==> config.mk <==
export PLATFORM = sky130hd
export DESIGN_NAME = backend_pipeline
export DESIGN_NICKNAME = d
export VERILOG_FILES = /design/src/hdl/backend_data_pkg.sv /design/src/hdl/backend_ctrl_pkg.sv /design/src/hdl/backend_pipeline.sv /design/src/hdl/mem_wb_stages.sv /design/src/hdl/ex_stage.sv /design/src/hdl/exec_alu.sv /design/src/hdl/forwarding_mux.sv
export VERILOG_INCLUDE_DIRS = /design/src /design/src/hdl
export SDC_FILE = /design/constraint.sdc
export NUM_CORES = 1
export LEC_CHECK = 0
export ABC_AREA = 0
export BUFFER_PORTS_ARGS = -buffer_cell sky130_fd_sc_hd__buf_4
export CELL_PAD_IN_SITES_DETAIL_PLACEMENT = 1
export CELL_PAD_IN_SITES_GLOBAL_PLACEMENT = 1
export CORE_ASPECT_RATIO = 2
export CORE_MARGIN = 3
export CORE_UTILIZATION = 42
export CTS_CLUSTER_SIZE = 20
export DETAILED_ROUTE_END_ITERATION = 10
export PLACE_DENSITY_LB_ADDON = 0.1
export SYNTH_ARGS = -nofsm -noshare
export SYNTH_HDL_FRONTEND = slang
export SYNTH_SLANG_ARGS = --single-unit
==> constraint.sdc <==
create_clock -name clk -period 7.3 [get_ports clk]
set_clock_uncertainty 0.2 [all_clocks]
set_input_delay 2.19 -clock clk [delete_from_list [all_inputs] [get_ports clk]]
set_output_delay 2.19 -clock clk [all_outputs]
set_load 0.02 [all_outputs]
==> src/hdl/backend_settings.svh <==
`ifndef BACKEND_SETTINGS_SVH
`define BACKEND_SETTINGS_SVH

// datapath word
`define BK_DATA_W 32

// architectural register number
`define BK_REG_ADDR_W 5

// pipes that feed the forwarding network
`define BK_PIPE_NUM 2

// forwarding slots per pipe (m1, m2, wb)
`define BK_FWD_STAGE_NUM 3

// ex, m1, m2, wb
`define BK_STAGE_NUM 4

`endif
==> src/hdl/backend_data_pkg.sv <==
`include "backend_settings.svh"

package backend_data_pkg;

	// one datapath word
	typedef logic [`BK_DATA_W-1:0] word_t;

	// register file index
	typedef logic [`BK_REG_ADDR_W-1:0] reg_addr_t;

	// external forwarding words
	// first index picks the pipe, second the slot
	// slot 0 is m1, slot 1 is m2, slot 2 is wb
	typedef word_t [`BK_PIPE_NUM-1:0][`BK_FWD_STAGE_NUM-1:0] fwd_src_t;

endpackage : backend_data_pkg

==> src/hdl/backend_ctrl_pkg.sv <==
package backend_ctrl_pkg;

	// alu operation, shifts take b[4:0]
	typedef enum logic [3:0] {
		ALU_ADD  = 4'd0,
		ALU_SUB  = 4'd1,
		ALU_AND  = 4'd2,
		ALU_OR   = 4'd3,
		ALU_XOR  = 4'd4,
		ALU_SLL  = 4'd5,
		ALU_SRL  = 4'd6,
		ALU_SRA  = 4'd7,
		ALU_SLT  = 4'd8, // signed compare
		ALU_SLTU = 4'd9  // unsigned compare
	} alu_op_e;

	// which result goes to the register file
	typedef enum logic {
		WB_ALU  = 1'b0,
		WB_LINK = 1'b1  // pc + 4
	} wb_sel_e;

	// where an ex operand is taken from
	typedef enum logic [1:0] {
		FWD_NONE = 2'd0, // register value
		FWD_M1   = 2'd1,
		FWD_M2   = 2'd2,
		FWD_WB   = 2'd3
	} fwd_stage_e;

endpackage : backend_ctrl_pkg

==> src/hdl/backend_pipeline.sv <==
`timescale 1ns/100ps
`include "backend_settings.svh"

module backend_pipeline (
	input  logic                                           clk,
	input  logic                                           rst_n,
	input  logic                                           issue_i,
	input  backend_ctrl_pkg::alu_op_e                      op_i,
	input  backend_ctrl_pkg::wb_sel_e                      wb_sel_i,
	input  backend_data_pkg::reg_addr_t                    rd_i,
	input  backend_data_pkg::word_t                        pc_i,
	input  logic                                           revert_i,
	input  backend_data_pkg::word_t                        rj_i,
	input  backend_data_pkg::word_t                        rk_i,
	input  backend_ctrl_pkg::fwd_stage_e                   fwd_stage_i [2], // rj, rk
	input  logic [1:0]                                     fwd_pipe_i,
	input  logic [`BK_STAGE_NUM-2:0]                       stall_i, // ex, m1, m2
	input  logic [`BK_STAGE_NUM-2:0]                       clr_i,
	input  backend_data_pkg::fwd_src_t                     fwd_src_i,
	output backend_data_pkg::reg_addr_t                    reg_w_addr_o,
	output backend_data_pkg::word_t                        reg_w_data_o,
	output backend_data_pkg::word_t [`BK_FWD_STAGE_NUM-1:0] forwarding_data_o,
	output logic [`BK_STAGE_NUM-1:0]                       revert_vector_o // wb, m2, m1, ex
);

	backend_data_pkg::word_t             ex_result;
	backend_data_pkg::reg_addr_t         ex_rd;
	logic                                ex_revert;
	logic                                ex_valid;
	logic [`BK_FWD_STAGE_NUM-1:0]        mw_revert;

	ex_stage u_ex_stage (
		.clk         (clk),
		.rst_n       (rst_n),
		.issue_i     (issue_i),
		.stall_i     (stall_i[0]),
		.adv_m1_i    (~stall_i[1]),
		.adv_m2_i    (~stall_i[2]),
		.op_i        (op_i),
		.wb_sel_i    (wb_sel_i),
		.rd_i        (rd_i),
		.pc_i        (pc_i),
		.revert_i    (revert_i),
		.rj_i        (rj_i),
		.rk_i        (rk_i),
		.fwd_stage_i (fwd_stage_i),
		.fwd_pipe_i  (fwd_pipe_i),
		.fwd_src_i   (fwd_src_i),
		.result_o    (ex_result),
		.rd_o        (ex_rd),
		.revert_o    (ex_revert),
		.valid_o     (ex_valid)
	);

	mem_wb_stages u_mem_wb (
		.clk          (clk),
		.rst_n        (rst_n),
		.stall_i      (stall_i),
		.clr_i        (clr_i),
		.ex_result_i  (ex_result),
		.ex_rd_i      (ex_rd),
		.ex_revert_i  (ex_revert),
		.ex_valid_i   (ex_valid),
		.reg_w_addr_o (reg_w_addr_o),
		.reg_w_data_o (reg_w_data_o),
		.fwd_data_o   (forwarding_data_o),
		.revert_o     (mw_revert)
	);

	assign revert_vector_o = {mw_revert, ex_revert};

endmodule : backend_pipeline

==> src/hdl/mem_wb_stages.sv <==
`timescale 1ns/100ps
`include "backend_settings.svh"

module mem_wb_stages (
	input  logic                                           clk,
	input  logic                                           rst_n,
	input  logic [`BK_STAGE_NUM-2:0]                       stall_i, // ex, m1, m2
	input  logic [`BK_STAGE_NUM-2:0]                       clr_i,   // ex, m1, m2
	input  backend_data_pkg::word_t                        ex_result_i,
	input  backend_data_pkg::reg_addr_t                    ex_rd_i,
	input  logic                                           ex_revert_i,
	input  logic                                           ex_valid_i,
	output backend_data_pkg::reg_addr_t                    reg_w_addr_o,
	output backend_data_pkg::word_t                        reg_w_data_o,
	output backend_data_pkg::word_t [`BK_FWD_STAGE_NUM-1:0] fwd_data_o,
	output logic [`BK_FWD_STAGE_NUM-1:0]                   revert_o
);

	// stage index 0 is m1, 1 is m2, 2 is wb
	logic [`BK_STAGE_NUM-1:0]                              stall_all;
	logic [`BK_FWD_STAGE_NUM-1:0]                          valid_q;
	logic [`BK_FWD_STAGE_NUM-1:0]                          revert_q;
	backend_data_pkg::reg_addr_t [`BK_FWD_STAGE_NUM-1:0]   rd_q;
	backend_data_pkg::word_t [`BK_FWD_STAGE_NUM-1:0]       result_q;

	// what each stage sees from the one before it
	logic [`BK_FWD_STAGE_NUM-1:0]                          up_valid;
	logic [`BK_FWD_STAGE_NUM-1:0]                          up_revert;
	backend_data_pkg::reg_addr_t [`BK_FWD_STAGE_NUM-1:0]   up_rd;
	backend_data_pkg::word_t [`BK_FWD_STAGE_NUM-1:0]       up_result;

	assign stall_all = {1'b0, stall_i}; // wb never stalls

	assign up_valid  = {valid_q[`BK_FWD_STAGE_NUM-2:0], ex_valid_i};
	assign up_revert = {revert_q[`BK_FWD_STAGE_NUM-2:0], ex_revert_i};
	assign up_rd     = {rd_q[`BK_FWD_STAGE_NUM-2:0], ex_rd_i};
	assign up_result = {result_q[`BK_FWD_STAGE_NUM-2:0], ex_result_i};

	// a stage takes a bubble when its source is stalled or cleared
	always_ff @(posedge clk) begin
		for (int s = 0; s < `BK_FWD_STAGE_NUM; s++) begin
			if (!rst_n) begin
				valid_q[s]  <= 1'b0;
				revert_q[s] <= 1'b0;
				rd_q[s]     <= '0;
			end else if (!stall_all[s+1]) begin
				if (stall_all[s] || clr_i[s]) begin
					valid_q[s]  <= 1'b0;
					revert_q[s] <= 1'b0;
					rd_q[s]     <= '0;
				end else begin
					valid_q[s]  <= up_valid[s];
					revert_q[s] <= up_revert[s];
					rd_q[s]     <= up_rd[s];
				end
			end
		end
	end

	always_ff @(posedge clk) begin
		for (int s = 0; s < `BK_FWD_STAGE_NUM; s++) begin
			if (!stall_all[s+1]) begin
				result_q[s] <= up_result[s];
			end
		end
	end

	assign reg_w_addr_o = valid_q[`BK_FWD_STAGE_NUM-1] ? rd_q[`BK_FWD_STAGE_NUM-1] : '0;
	assign reg_w_data_o = result_q[`BK_FWD_STAGE_NUM-1];
	assign fwd_data_o   = result_q; // m1, m2, wb results
	assign revert_o     = revert_q;

endmodule : mem_wb_stages

==> src/hdl/ex_stage.sv <==
`timescale 1ns/100ps

module ex_stage (
	input  logic                         clk,
	input  logic                         rst_n,
	input  logic                         issue_i,
	input  logic                         stall_i,
	input  logic                         adv_m1_i,
	input  logic                         adv_m2_i,
	input  backend_ctrl_pkg::alu_op_e    op_i,
	input  backend_ctrl_pkg::wb_sel_e    wb_sel_i,
	input  backend_data_pkg::reg_addr_t  rd_i,
	input  backend_data_pkg::word_t      pc_i,
	input  logic                         revert_i,
	input  backend_data_pkg::word_t      rj_i,
	input  backend_data_pkg::word_t      rk_i,
	input  backend_ctrl_pkg::fwd_stage_e fwd_stage_i [2],
	input  logic [1:0]                   fwd_pipe_i,
	input  backend_data_pkg::fwd_src_t   fwd_src_i,
	output backend_data_pkg::word_t      result_o,
	output backend_data_pkg::reg_addr_t  rd_o,
	output logic                         revert_o,
	output logic                         valid_o
);

	// control registers
	logic                         valid_q;
	logic                         revert_q;
	backend_ctrl_pkg::alu_op_e    op_q;
	backend_ctrl_pkg::wb_sel_e    wb_sel_q;
	backend_data_pkg::reg_addr_t  rd_q;
	backend_ctrl_pkg::fwd_stage_e fwd_stage_q [2];
	logic [1:0]                   fwd_pipe_q;

	// data registers
	backend_data_pkg::word_t pc_q;
	backend_data_pkg::word_t opnd_q [2];   // index 0 rj, 1 rk
	backend_data_pkg::word_t opnd_fwd [2]; // after forwarding

	// follows the producer as it moves down the other pipe
	function automatic backend_ctrl_pkg::fwd_stage_e retarget(
		input backend_ctrl_pkg::fwd_stage_e cur,
		input logic                         adv_m1,
		input logic                         adv_m2
	);
		backend_ctrl_pkg::fwd_stage_e nxt;
		nxt = cur;
		case (cur)
			backend_ctrl_pkg::FWD_M1: begin
				if (adv_m1) begin
					nxt = backend_ctrl_pkg::FWD_M2;
				end
			end
			backend_ctrl_pkg::FWD_M2: begin
				if (adv_m2) begin
					nxt = backend_ctrl_pkg::FWD_WB;
				end
			end
			backend_ctrl_pkg::FWD_WB: begin
				nxt = backend_ctrl_pkg::FWD_NONE; // value already captured
			end
			default: begin
				nxt = cur;
			end
		endcase
		return nxt;
	endfunction

	always_ff @(posedge clk) begin
		if (!rst_n || (!stall_i && !issue_i)) begin
			valid_q    <= 1'b0; // bubble
			revert_q   <= 1'b0;
			op_q       <= backend_ctrl_pkg::ALU_ADD;
			wb_sel_q   <= backend_ctrl_pkg::WB_ALU;
			rd_q       <= '0;
			fwd_pipe_q <= '0;
			for (int i = 0; i < 2; i++) begin
				fwd_stage_q[i] <= backend_ctrl_pkg::FWD_NONE;
			end
		end else if (!stall_i) begin
			valid_q    <= 1'b1;
			revert_q   <= revert_i;
			op_q       <= op_i;
			wb_sel_q   <= wb_sel_i;
			rd_q       <= rd_i;
			fwd_pipe_q <= fwd_pipe_i;
			for (int i = 0; i < 2; i++) begin
				fwd_stage_q[i] <= fwd_stage_i[i];
			end
		end else begin
			for (int i = 0; i < 2; i++) begin
				fwd_stage_q[i] <= retarget(fwd_stage_q[i], adv_m1_i, adv_m2_i);
			end
		end
	end

	// while stalled the operands keep whatever the muxes deliver
	always_ff @(posedge clk) begin
		if (!stall_i) begin
			pc_q      <= pc_i;
			opnd_q[0] <= rj_i;
			opnd_q[1] <= rk_i;
		end else begin
			opnd_q <= opnd_fwd;
		end
	end

	for (genvar i = 0; i < 2; i++) begin : g_fwd
		forwarding_mux u_fwd_mux (
			.sel_i  (fwd_stage_q[i]),
			.pipe_i (fwd_pipe_q[i]),
			.src_i  (fwd_src_i),
			.old_i  (opnd_q[i]),
			.data_o (opnd_fwd[i])
		);
	end

	exec_alu u_alu (
		.op_i     (op_q),
		.wb_sel_i (wb_sel_q),
		.a_i      (opnd_fwd[0]),
		.b_i      (opnd_fwd[1]),
		.pc_i     (pc_q),
		.result_o (result_o)
	);

	assign rd_o     = rd_q;
	assign revert_o = revert_q;
	assign valid_o  = valid_q;

endmodule : ex_stage

==> src/hdl/exec_alu.sv <==
`timescale 1ns/100ps

module exec_alu (
	input  backend_ctrl_pkg::alu_op_e op_i,
	input  backend_ctrl_pkg::wb_sel_e wb_sel_i,
	input  backend_data_pkg::word_t   a_i,
	input  backend_data_pkg::word_t   b_i,
	input  backend_data_pkg::word_t   pc_i,
	output backend_data_pkg::word_t   result_o
);

	backend_data_pkg::word_t alu_res;
	backend_data_pkg::word_t link_res;
	logic [4:0]              shamt;

	assign shamt = b_i[4:0]; // low five bits only

	always_comb begin
		case (op_i)
			backend_ctrl_pkg::ALU_ADD: begin
				alu_res = a_i + b_i;
			end
			backend_ctrl_pkg::ALU_SUB: begin
				alu_res = a_i - b_i;
			end
			backend_ctrl_pkg::ALU_AND: begin
				alu_res = a_i & b_i;
			end
			backend_ctrl_pkg::ALU_OR: begin
				alu_res = a_i | b_i;
			end
			backend_ctrl_pkg::ALU_XOR: begin
				alu_res = a_i ^ b_i;
			end
			backend_ctrl_pkg::ALU_SLL: begin
				alu_res = a_i << shamt;
			end
			backend_ctrl_pkg::ALU_SRL: begin
				alu_res = a_i >> shamt;
			end
			backend_ctrl_pkg::ALU_SRA: begin
				alu_res = $signed(a_i) >>> shamt; // sign fill
			end
			backend_ctrl_pkg::ALU_SLT: begin
				alu_res = backend_data_pkg::word_t'($signed(a_i) < $signed(b_i));
			end
			backend_ctrl_pkg::ALU_SLTU: begin
				alu_res = backend_data_pkg::word_t'(a_i < b_i);
			end
			default: begin
				alu_res = '0; // unused encodings
			end
		endcase
	end

	// return address for calls
	assign link_res = pc_i + backend_data_pkg::word_t'(4);

	assign result_o = (wb_sel_i == backend_ctrl_pkg::WB_LINK) ? link_res : alu_res;

endmodule : exec_alu

==> src/hdl/forwarding_mux.sv <==
`timescale 1ns/100ps

module forwarding_mux (
	input  backend_ctrl_pkg::fwd_stage_e sel_i,
	input  logic                         pipe_i,
	input  backend_data_pkg::fwd_src_t   src_i,
	input  backend_data_pkg::word_t      old_i,
	output backend_data_pkg::word_t      data_o
);

	// slot layout of src_i follows the pipe order m1, m2, wb
	always_comb begin
		case (sel_i)
			backend_ctrl_pkg::FWD_M1: begin
				data_o = src_i[pipe_i][0];
			end
			backend_ctrl_pkg::FWD_M2: begin
				data_o = src_i[pipe_i][1];
			end
			backend_ctrl_pkg::FWD_WB: begin
				data_o = src_i[pipe_i][2];
			end
			default: begin
				data_o = old_i; // no producer in flight
			end
		endcase
	end

endmodule : forwarding_mux

# Yosys cells after proc, flatten, opt, wreduce, memory -nomap -nowiden
# Memories as Yosys holds them, arrays and structs flattened.
# Index checks and enable logic that the tools add are counted.
# totals
register_bits	227
inputBits	314
output_inout_bits	137
rom_bits	0
mem_bits_rw	4
n_memories	1
word_cells	103
latch_bits	0
# mem_list
name	words	word_bits	rd	rd_ports_with_merged_regs	wr	line	source
u_ex_stage.fwd_stage_q	2	2	2	0	2	ex_stage.sv:32	backend_ctrl_pkg::fwd_stage_e fwd_stage_q [2];
# op_classes
div	0
add_sub_neg	3
n_lt_le_gt_ge	4
multipliers	0
n_reduce_logical	10
n_shift	3
n_mux	38
n_bitwise	8
n_eq_ne	15
# op_table
operator	count
$mux 96	4
$pmux 32 s10	1
$pmux 32 s3	2
$lt 32x32->1	2
$mux 64	1
$add 32x3->32 const B	1
$add 32x32->32	1
$and 32x32->32	1
$mux 32	1
$or 32x32->32	1
$shl 32x5->32	1
$shr 32x5->32	1
$sshr 32x5->32	1
$sub 32x32->32	1
$xor 32x32->32	1
$mux 2	12
$eq 4x3->1 const B	4
$mux 5	3
$mux 1	12
$pmux 2 s3	2
$eq 2x2->1 const B	4
$eq 4x2->1 const B	2
$eq 4x4->1 const B	2
$eq 2x1->1 const B	2
9 further kinds	18

# Longest topological paths before layout
# Gate-level depths: netlist of the first run.
# depth
word_depth	7
mapped_depth	21
depth_no_buf	15

# By module
# Synthesis of the first run repeated with hierarchy kept, for this count alone.
# unflattened
cells_unflattened	2287
area_unflattened_um2	21056.4
# by_module_without_submodules
mod	cells_per_inst	area_each_um2	seq_area_each_um2	instances
exec_alu	1379	9720.6	0.0	1
forwarding_mux	222	1940.6	0.0	2
ex_stage	251	3798.6	2642.5	1
mem_wb_stages	210	3641.0	2982.9	1
backend_pipeline	3	15.0	0.0	1

# Worst setup path before layout of the first run
# No wires, ideal clock.
# synth_path
path_kind	input to register
startpoint	input port fwd_src_i[130] (netlist name)
endpoint	register u_mem_wb.result_q, in the netlist u_mem_wb.fwd_data_o[29], data pin
required_time_ns	6.825
setup_slack_ns	0.745
setup_ns	0.275
arrival_time_ns	6.080
n_path_buf	5
cell_stages	17
cell_sequence	mux2i_1 mux4_2 buf_6 buf_2 buf_1 clkbuf_1 ha_1 clkbuf_1 or3b_2 a31oi_1 nand3b_1 nand3_1 o31ai_1 a311oi_1 and4_1 o41ai_1 o311ai_1
# synth_via
elab_chain_cells	6
elab_cells_between_ends	13
cone_classes	2 x add/sub; 3 x shift; 8 x mux
# synth_rtl
item	line	source
from (decl)	backend_pipeline.sv:19	input backend_data_pkg::fwd_src_t fwd_src_i,
$mux 96 (2 in a row)	-	
$pmux 32 s3	forwarding_mux.sv:13	case (sel_i)
$sub 32x32->32, or another cell as far along	exec_alu.sv:24	alu_res = a_i - b_i;
$pmux 32 s10 *	exec_alu.sv:19	case (op_i)
$mux 32 *	exec_alu.sv:59	assign result_o = (wb_sel_i == backend_ctrl_pkg::WB_LINK) ? link_res : alu_res;
via ex_result[29]	backend_pipeline.sv:26	backend_data_pkg::word_t ex_result;
to (signal, indexed assignment)	mem_wb_stages.sv:63	result_q[s] <= up_result[s];
to (decl)	mem_wb_stages.sv:24	backend_data_pkg::word_t [`BK_FWD_STAGE_NUM-1:0] result_q;
# The timed path passes the listed nets; every way through them passes the cells marked *. The select of a mux whose other input is x is not followed.
# A chain may end at the register's enable or synchronous reset.

# Final worst setup path of the first run
# layout_path
startpoint	input port fwd_src_i[171] (netlist name)
endpoint	register u_mem_wb.result_q, in the netlist u_mem_wb.fwd_data_o[25], data pin
# layout_via
elab_chain_cells	6
elab_cells_between_ends	13
cone_classes	2 x add/sub; 3 x shift; 8 x mux
# layout_rtl
item	line	source
$mux 96 (not written as such) (2 in a row)	forwarding_mux.sv:21	data_o = src_i[pipe_i][2];
$pmux 32 s3	forwarding_mux.sv:13	
$sub 32x32->32, or another cell as far along	exec_alu.sv:24	
$pmux 32 s10 *	exec_alu.sv:19	
$mux 32 *	exec_alu.sv:59	
via ex_result[25]	backend_pipeline.sv:26	
# Marks and branches as above.

==> flow_metrics.tcl, run 1 <==
set metrics [dict create \
    worstPathCellList "buf_4 > mux2i_1 > a211oi_1 > a2111o_1 > ha_1 > or2_1 > a221o_1 > or3_1 > o21bai_1 > nand2_1 > a41oi_1 > a31oi_1 > a221oi_1 > o311ai_1" \
    postSynthNetCount 2980 \
    ys_async_sr_fraction_pct 0 \
    min_period_ps 6790 \
    worst_setup_path_end_kind "flip-flop" \
    fin_nets 3327 \
    critPathMaxFanout 10 \
    synth_ff_type "dfxtp_1" \
    clock_tree_from_tritoncts "built" \
    die-area_um2 52700 \
    drt.antenna.violating_nets 0 \
    total_via_count_in_the_routed_design 24400 \
    critical-path-slowest-cell "a211oi_1" \
    grt_usage_pct 44.9 \
    yosys_register_bits 231 \
    hold_viol_final 0 \
    post_synth_num_cell_types 92 \
    worst_path_dominant_cell_family "compound AO/OA/AOI/OAI gates" \
    cts.htree.levels 1 \
    worst_slew_slack_as_a_fraction_of_its_limit_pct 11.0 \
    maxClockFrequency_ghz 0.147 \
    synth.avg_cell_area_um2 8.17 \
    hold_slack_ps 168 \
    grt_antenna_before_repair 10 \
    synth-edff-count 100 \
    cts.sink_count 231 \
    hold_buf_cts 0 \
    top_ports 451 \
    cts.root.buffer_cell "clkbuf_16" \
    synthesis.instances 2564 \
    critical_path_buf_inv_count 1 \
    setup_viol 0 \
    pin_count_of_the_biggest_net_entering_global_routing 79 \
    start_util_pct 42.5 \
    drt_pass1_iterations 6 \
    detailedRoute.firstIterationViolations 2640 \
    insertion_delay_ps 550 \
    globalRouteOverflowTotal 0 \
    setup-tns-final_ps 0 \
    postCtsSetupRepairBufs 0 \
    port_buffers 450 \
    layout-drive-gt1-share_pct 24.6 \
    grt_setup_unrepaired "no" \
    clock_transition_at_path_regs_ps 70 \
    cp_data_arrival_time_ps 6850 \
    power.density_cell_area_nw_per_um2 308 \
    cts_inserted_buffers 21 \
    power.leakage_uw 0.0107 \
    design.core.area_um2 49200 \
    core_rows 115 \
    status "finished, final reports clean" \
    number_of_instances_resized_during_post_cts_repair 0 \
    vdd_ir_drop_max_uv 282 \
    routed_wirelength_mm 124 \
    total_power_uw 7860 \
    clock_path_buffers 3 \
    first_global_vias 25300 \
    final_util_pct 51.9 \
    critical_path_required_ps 7370 \
    min-delay-path-class "flip-flop to flip-flop" \
    period_share_pct 93.0 \
    crit_path_max_incr_delay_ps 690 \
    die-width_um 164 \
    worst_pin_slew_ps 1330 \
    routedWlPerCell_um 34.6 \
    startpoint_type "primary input" \
    yosysWarningCount 0 \
    sequential_fraction_of_the_synthesis_area_pct 26.9 \
    dieHeight_um 322 \
    globalplace.congestion 1.08 \
    synthToLayoutAreaGrowth_pct 21.9 \
    mappedNetlistArea_um2 20900 \
    max_cap_violations 0 \
    grt_pass1_wl_mm 174 \
    dp_hpwl_mm 95.7 \
    detail_route.drc_violations 0 \
    viasPerCell 6.83 \
    worstSetupPathType "primary input to flip-flop" \
    drv_slew 0 \
]
## cells in the mapped netlist (14+ instances only)
master    count  area [µm²]
a21oi_1     253        1270
nor2_1      201         754
nand2_1     196         736
mux2i_1     177        1770
clkbuf_1    131         492
dfxtp_1     131        2620
o21ai_0     115         576
inv_1       102         383
edfxtp_1    100        3000
ha_1        100        1250
mux2_2       76         856
nor2b_1      63         394
nand3_1      56         280
a221oi_1     51         447
a22oi_1      50         375
buf_4        45         338
and2_1       43         269
nor3_1       43         215
buf_2        34         170
o22a_1       32         280
o22ai_1      32         200
a211oi_1     30         225
nand4_1      30         188
o211ai_1     28         210
a32oi_1      27         236
a31oi_1      24         150
a21o_1       20         150
o21bai_1     20         150
xor2_1       20         175
xnor2_1      18         158
buf_1        17        63.8
o221ai_1     17         149
a211o_1      16         140
nand3b_1     15         113
and3_1       14        87.6
## power breakdown
group	total, µW	switching (µW)	internal [µW]
logic	4940	3270	1670
clock network	1130	540	588
registers	1790	169	1620
total	7860	3980	3880
## cell type report
cell class | instances | area (µm²)
fill | 5985 | 23700
multi-input combinational | 1990 | 13800
sequential | 231 | 5630
timing repair buffer | 559 | 4220
tap | 643 | 805
clock buffer | 26 | 559
inverter | 108 | 408
clock inverter | 11 | 97.6
antenna | 6 | 15.0
## cell usage in the layout (no fill, tap or decap), drive strengths merged, types with 13 or more instances in the layout
cell / Yosys / final
mux2: 77 / 77
nor2b: 63 / 63
a32oi: 27 / 27
xnor2: 18 / 18
and3: 14 / 14
o22a: 32 / 32
nor3: 43 / 43
dfxtp: 131 / 131
o211ai: 28 / 28
o22ai: 32 / 32
o221ai: 17 / 17
mux2i: 178 / 178
nand3: 57 / 57
nand3b: 15 / 15
nor2: 202 / 202
nand2: 196 / 196
o21bai: 20 / 20
o21ai: 116 / 116
nand4: 30 / 30
nor4: 13 / 13
clkbuf: 131 / 26
a21oi: 257 / 257
a21o: 20 / 20
a211oi: 30 / 30
inv: 107 / 110
edfxtp: 100 / 100
a31oi: 24 / 24
nand2b: 13 / 13
xor2: 20 / 20
a22oi: 51 / 51
buf: 104 / 559
a211o: 16 / 16
a221oi: 51 / 51
or3: 13 / 13
and2: 44 / 44
ha: 100 / 100
## kinds of logic (layout without fill, tap and decap cells)
family / Yosys count / count (layout) / share of synthesized area (%)
adder cells (fa/ha/maj): 102 / 102 / 6.17
multiplexers: 259 / 259 / 13.1
flip-flops: 231 / 231 / 26.9
AO/OA/AOI/OAI: 848 / 848 / 27.4
other: 0 / 6 / 0
XOR/XNOR: 38 / 38 / 1.59
AND/OR/NAND/NOR: 743 / 743 / 17.4
buffers and inverters: 343 / 704 / 7.46
## worst reg2reg max path, delay by kind of cell (launching register included)
kind | cells | cell delay, ps
AOI/OAI and AO/OA | 8 | 3330
buffers and inverters | 2 | 760
adders and majority gates | 1 | 420
and+or+nand+nor | 3 | 800
DFF | 1 | 590
## layer usage
metal	track usage (%)	share of wire (%)	up-vias
li1	-	-	10300
met1	45.9	33	11900
met2	75.0	47	1647
met3	9.42	8.4	596
met4	42.1	12	2
met5	0	0.011	-
## flip-flops by register name, summed over array words and instances (netlist names), 2 cells and up
| register | flops |
|---|---|
| u_ex_stage.op_q | 4 |
| u_mem_wb.fwd_data_o | 64 |
| u_mem_wb.valid_q | 3 |
| u_mem_wb.reg_w_data_o | 32 |
| u_ex_stage.fwd_pipe_q | 2 |
| u_mem_wb.rd_q | 15 |
| u_ex_stage.fwd_stage_q | 4 |
| u_mem_wb.revert_o | 3 |
| u_ex_stage.rd_o | 5 |
| u_ex_stage.opnd_q | 64 |
| u_ex_stage.pc_q | 32 |
## path summary, 6_finish.rpt
path                                startpoint                        end  slack [ps]  cells after the start
hold / removal         u_mem_wb.fwd_data_o[43]  u_mem_wb.reg_w_data_o[11]         170                      0
setup reg to reg  u_ex_stage.fwd_stage_q[0][0]    u_mem_wb.fwd_data_o[25]         940                     14
hold reg to reg        u_mem_wb.fwd_data_o[43]  u_mem_wb.reg_w_data_o[11]         170                      0
setup / recovery                fwd_src_i[171]    u_mem_wb.fwd_data_o[25]         510                     14
## per-stage QoR
step | instance area (µm²) | cells | setup WS (ps)
final | 25500 | 3574 | 515
after CTS | 25500 | 3568 | 872
after global placement | 24800 | 3531 | 403
after global routing | 25500 | 3571 | 418
after detailed placement | 24800 | 3531 | 292
after floorplan | 20900 | 2564 | 745
Power figures use the tool's default switching activity.
==> run 2: changes to the inputs <==
--- a/config.mk
+++ b/config.mk
@@ -12,10 +12,12 @@
 export CELL_PAD_IN_SITES_GLOBAL_PLACEMENT = 1
 export CORE_ASPECT_RATIO = 2
 export CORE_MARGIN = 3
-export CORE_UTILIZATION = 42
+export CORE_UTILIZATION = 30
 export CTS_CLUSTER_SIZE = 20
 export DETAILED_ROUTE_END_ITERATION = 10
+export MAX_ROUTING_LAYER = met4
 export PLACE_DENSITY_LB_ADDON = 0.1
+export REMOVE_ABC_BUFFERS = 1
 export SYNTH_ARGS = -nofsm -noshare
 export SYNTH_HDL_FRONTEND = slang
 export SYNTH_SLANG_ARGS = --single-unit
==> run 2 against run 1 <==
Net effect:
- register-to-register slack worse by 180 ps
- total power up 7.2%
- die area grew 39%
- non-clock buffer count is 77 higher
- maximum frequency rose by 1.7%
- sequential share of layout area is 0.89 points lower
- highest routed layer is now met4
- utilization decreased by 13 points
- first-iteration DRC count decreased by 41%
==> flow_metrics.tcl, run 2 (synthesized netlist as in run 1, its figures left out) <==
set metrics [dict create \
    crit_path_frequent_cell "mux2i_1" \
    clock_tree_from_tritoncts "built" \
    worstReg2RegStart "u_ex_stage.fwd_stage_q[0][3]" \
    post-place-cells 3862 \
    routedWlPerCell_um 34.1 \
    dp_hpwl_mm 106 \
    worst_slew_slack_as_a_fraction_of_its_limit_pct 7.84 \
    startpoint_type "primary input" \
    grt_setup_unrepaired "no" \
    global_routing_met3_resource_utilization_pct 4.56 \
    drv_slew 0 \
    critPathMaxFanout 42 \
    detail_route.drc_violations 0 \
    worst_setup_path_end_kind "flip-flop" \
    dieHeight_um 380 \
    drt_pass1_iterations 7 \
    power.density_cell_area_nw_per_um2 317 \
    internal_power_uw 4180 \
    multi_input_area_um2 13800 \
    power.leakage_uw 0.0112 \
    critical-path-slowest-cell "mux2i_1" \
    grt_pass1_wl_mm 185 \
    hold_buf_cts 0 \
    period_share_pct 91.4 \
    power_frac_clock_pct 16.1 \
    r2r.worst_path.cells 12 \
    grt_usage_pct 36.1 \
    layout-drive-gt1-share_pct 26.8 \
    worstPathCellList "buf_4 > and3b_1 > o21ai_0 > and3_2 > inv_4 > buf_4 > mux2i_1 > mux2i_1 > mux2i_1 > o22ai_1 > a2111oi_0 > o22ai_1" \
    top_ports 451 \
    setup_viol 0 \
    worst_pin_slew_ps 1370 \
    cts.htree.levels 1 \
    global_route.usage.met1_pct 36.7 \
    synthToLayoutAreaGrowth_pct 27.1 \
    routed_wirelength_mm 133 \
    worstHoldStart "u_mem_wb.fwd_data_o[41]" \
    power.share.switching_pct 50.4 \
    grt_antenna_before_repair 3 \
    viasPerCell 6.08 \
    globalplace.congestion 1.06 \
    final_cell_mix "633 x buf_4, 253 x a21oi_1, 199 x nor2_1, 196 x nand2_1, 177 x mux2i_1" \
    first_global_vias 25200 \
    detailedRoute.firstIterationViolations 1558 \
    stdcell_count 3911 \
    pin_count_of_the_biggest_net_entering_global_routing 70 \
    min_path_cells 0 \
    dp_worst_setup_slack_ps 242 \
    port_buffers 450 \
    reg2reg_to "u_mem_wb.fwd_data_o[15]" \
    cts.root.buffer_cell "clkbuf_16" \
    fin_nets 3408 \
    cts.sink_count 231 \
    fillCellCount 8324 \
    drt.antenna.violating_nets 0 \
    cp_data_arrival_time_ps 6780 \
    status "finished, final reports clean" \
    design.core.area_um2 68900 \
    vdd_ir_drop_max_uv 186 \
    clock_path_buffers 3 \
    power_frac_seq_pct 21.1 \
    gr-max-usage-layer "met2" \
    final_common_cell "buf_4" \
    area.sequential_um2 5630 \
    netSwitchingPower_uw 4240 \
    timing.final.ws_setup_ps 631 \
    hold_slack_ps 148 \
    core_rows 136 \
    met2_usage_pct 62.1 \
    cts_inserted_buffers 25 \
    start_util_pct 30.4 \
    critical_path_required_ps 7410 \
    insertion_delay_ps 620 \
    crit_path_max_incr_delay_ps 950 \
    die-width_um 193 \
    hold_viol_final 0 \
    globalRouteOverflowTotal 0 \
    die-area_um2 73200 \
    pwr-share-comb_pct 62.7 \
    total_power_uw 8430 \
    maxClockFrequency_ghz 0.150 \
    worst-r2r-setup-slack_ps 760 \
    postCtsSetupRepairBufs 0 \
    total_via_count_in_the_routed_design 23800 \
    max_cap_violations 0 \
    clock_transition_at_path_regs_ps 90 \
    min_period_ps 6670 \
    number_of_instances_resized_during_post_cts_repair 0 \
    min-delay-path-class "flip-flop to flip-flop" \
    worstSetupPathType "primary input to flip-flop" \
    endpoint_worst_hold "u_mem_wb.reg_w_data_o[9]" \
    final_util_pct 38.6 \
]
-- run 2: worst max-delay path by stage --
stage / startpoint / end / slack (ps) / cells past startpoint
after CTS: fwd_src_i[77] / u_mem_wb.fwd_data_o[15] / 860 / 17
after global routing: fwd_src_i[97] / u_mem_wb.fwd_data_o[15] / 640 / 12
after global placement: fwd_src_i[74] / u_mem_wb.fwd_data_o[15] / 240 / 17
after floorplan: fwd_src_i[161] / u_mem_wb.fwd_data_o[28] / -250 / 14
after detailed placement: fwd_src_i[77] / u_mem_wb.fwd_data_o[15] / 240 / 17
final: fwd_src_i[97] / u_mem_wb.fwd_data_o[15] / 630 / 12
-- run 2: area by class of cell --
type,instances,share of cell area (%)
Antenna cell,3,0.0282
Sequential cell,231,21.2
Clock inverter,16,0.621
Clock buffer,30,2.50
Tap cell,897,4.22
Inverter,108,1.53
Timing Repair Buffer,636,18.1
Multi-Input combinational cell,1990,51.8
-- run 2: through the flow --
step                setup TNS [ps]  area [µm²]
global placement                 0       25800
CTS                              0       26600
finish                           0       26600
floorplan                     -646       19800
global route                     0       26600
detailed placement               0       25800
-- run 2: critical path: cells and delay by family --
family / cells / cell delay, ps
multiplexers: 3 / 1820
AO/OA/AOI/OAI: 4 / 1540
buffers and inverters: 3 / 520
AND/OR/NAND/NOR: 2 / 670
-- run 2: power by group through the flow --
| stage | clock network (µW) | logic (µW) | registers, µW |
|---|---|---|---|
| final | 1360 | 5280 | 1780 |
| after global routing | 1430 | 5510 | 1800 |
| after CTS | 1400 | 5130 | 1780 |
| after detailed placement | 0 | 5100 | 1800 |
| after global placement | 0 | 5090 | 1800 |
| after floorplan | 0 | 2390 | 1990 |
-- run 2: metal layers --
| layer | share of wire [%] | wire length (µm) | vias up |
|---|---|---|---|
| li1 | - | - | 10400 |
| met1 | 35 | 46800 | 11900 |
| met2 | 50 | 66300 | 1115 |
| met3 | 5.6 | 7410 | 386 |
| met4 | 9.6 | 12800 | 0 |
| met5 | 0 | 0 | - |
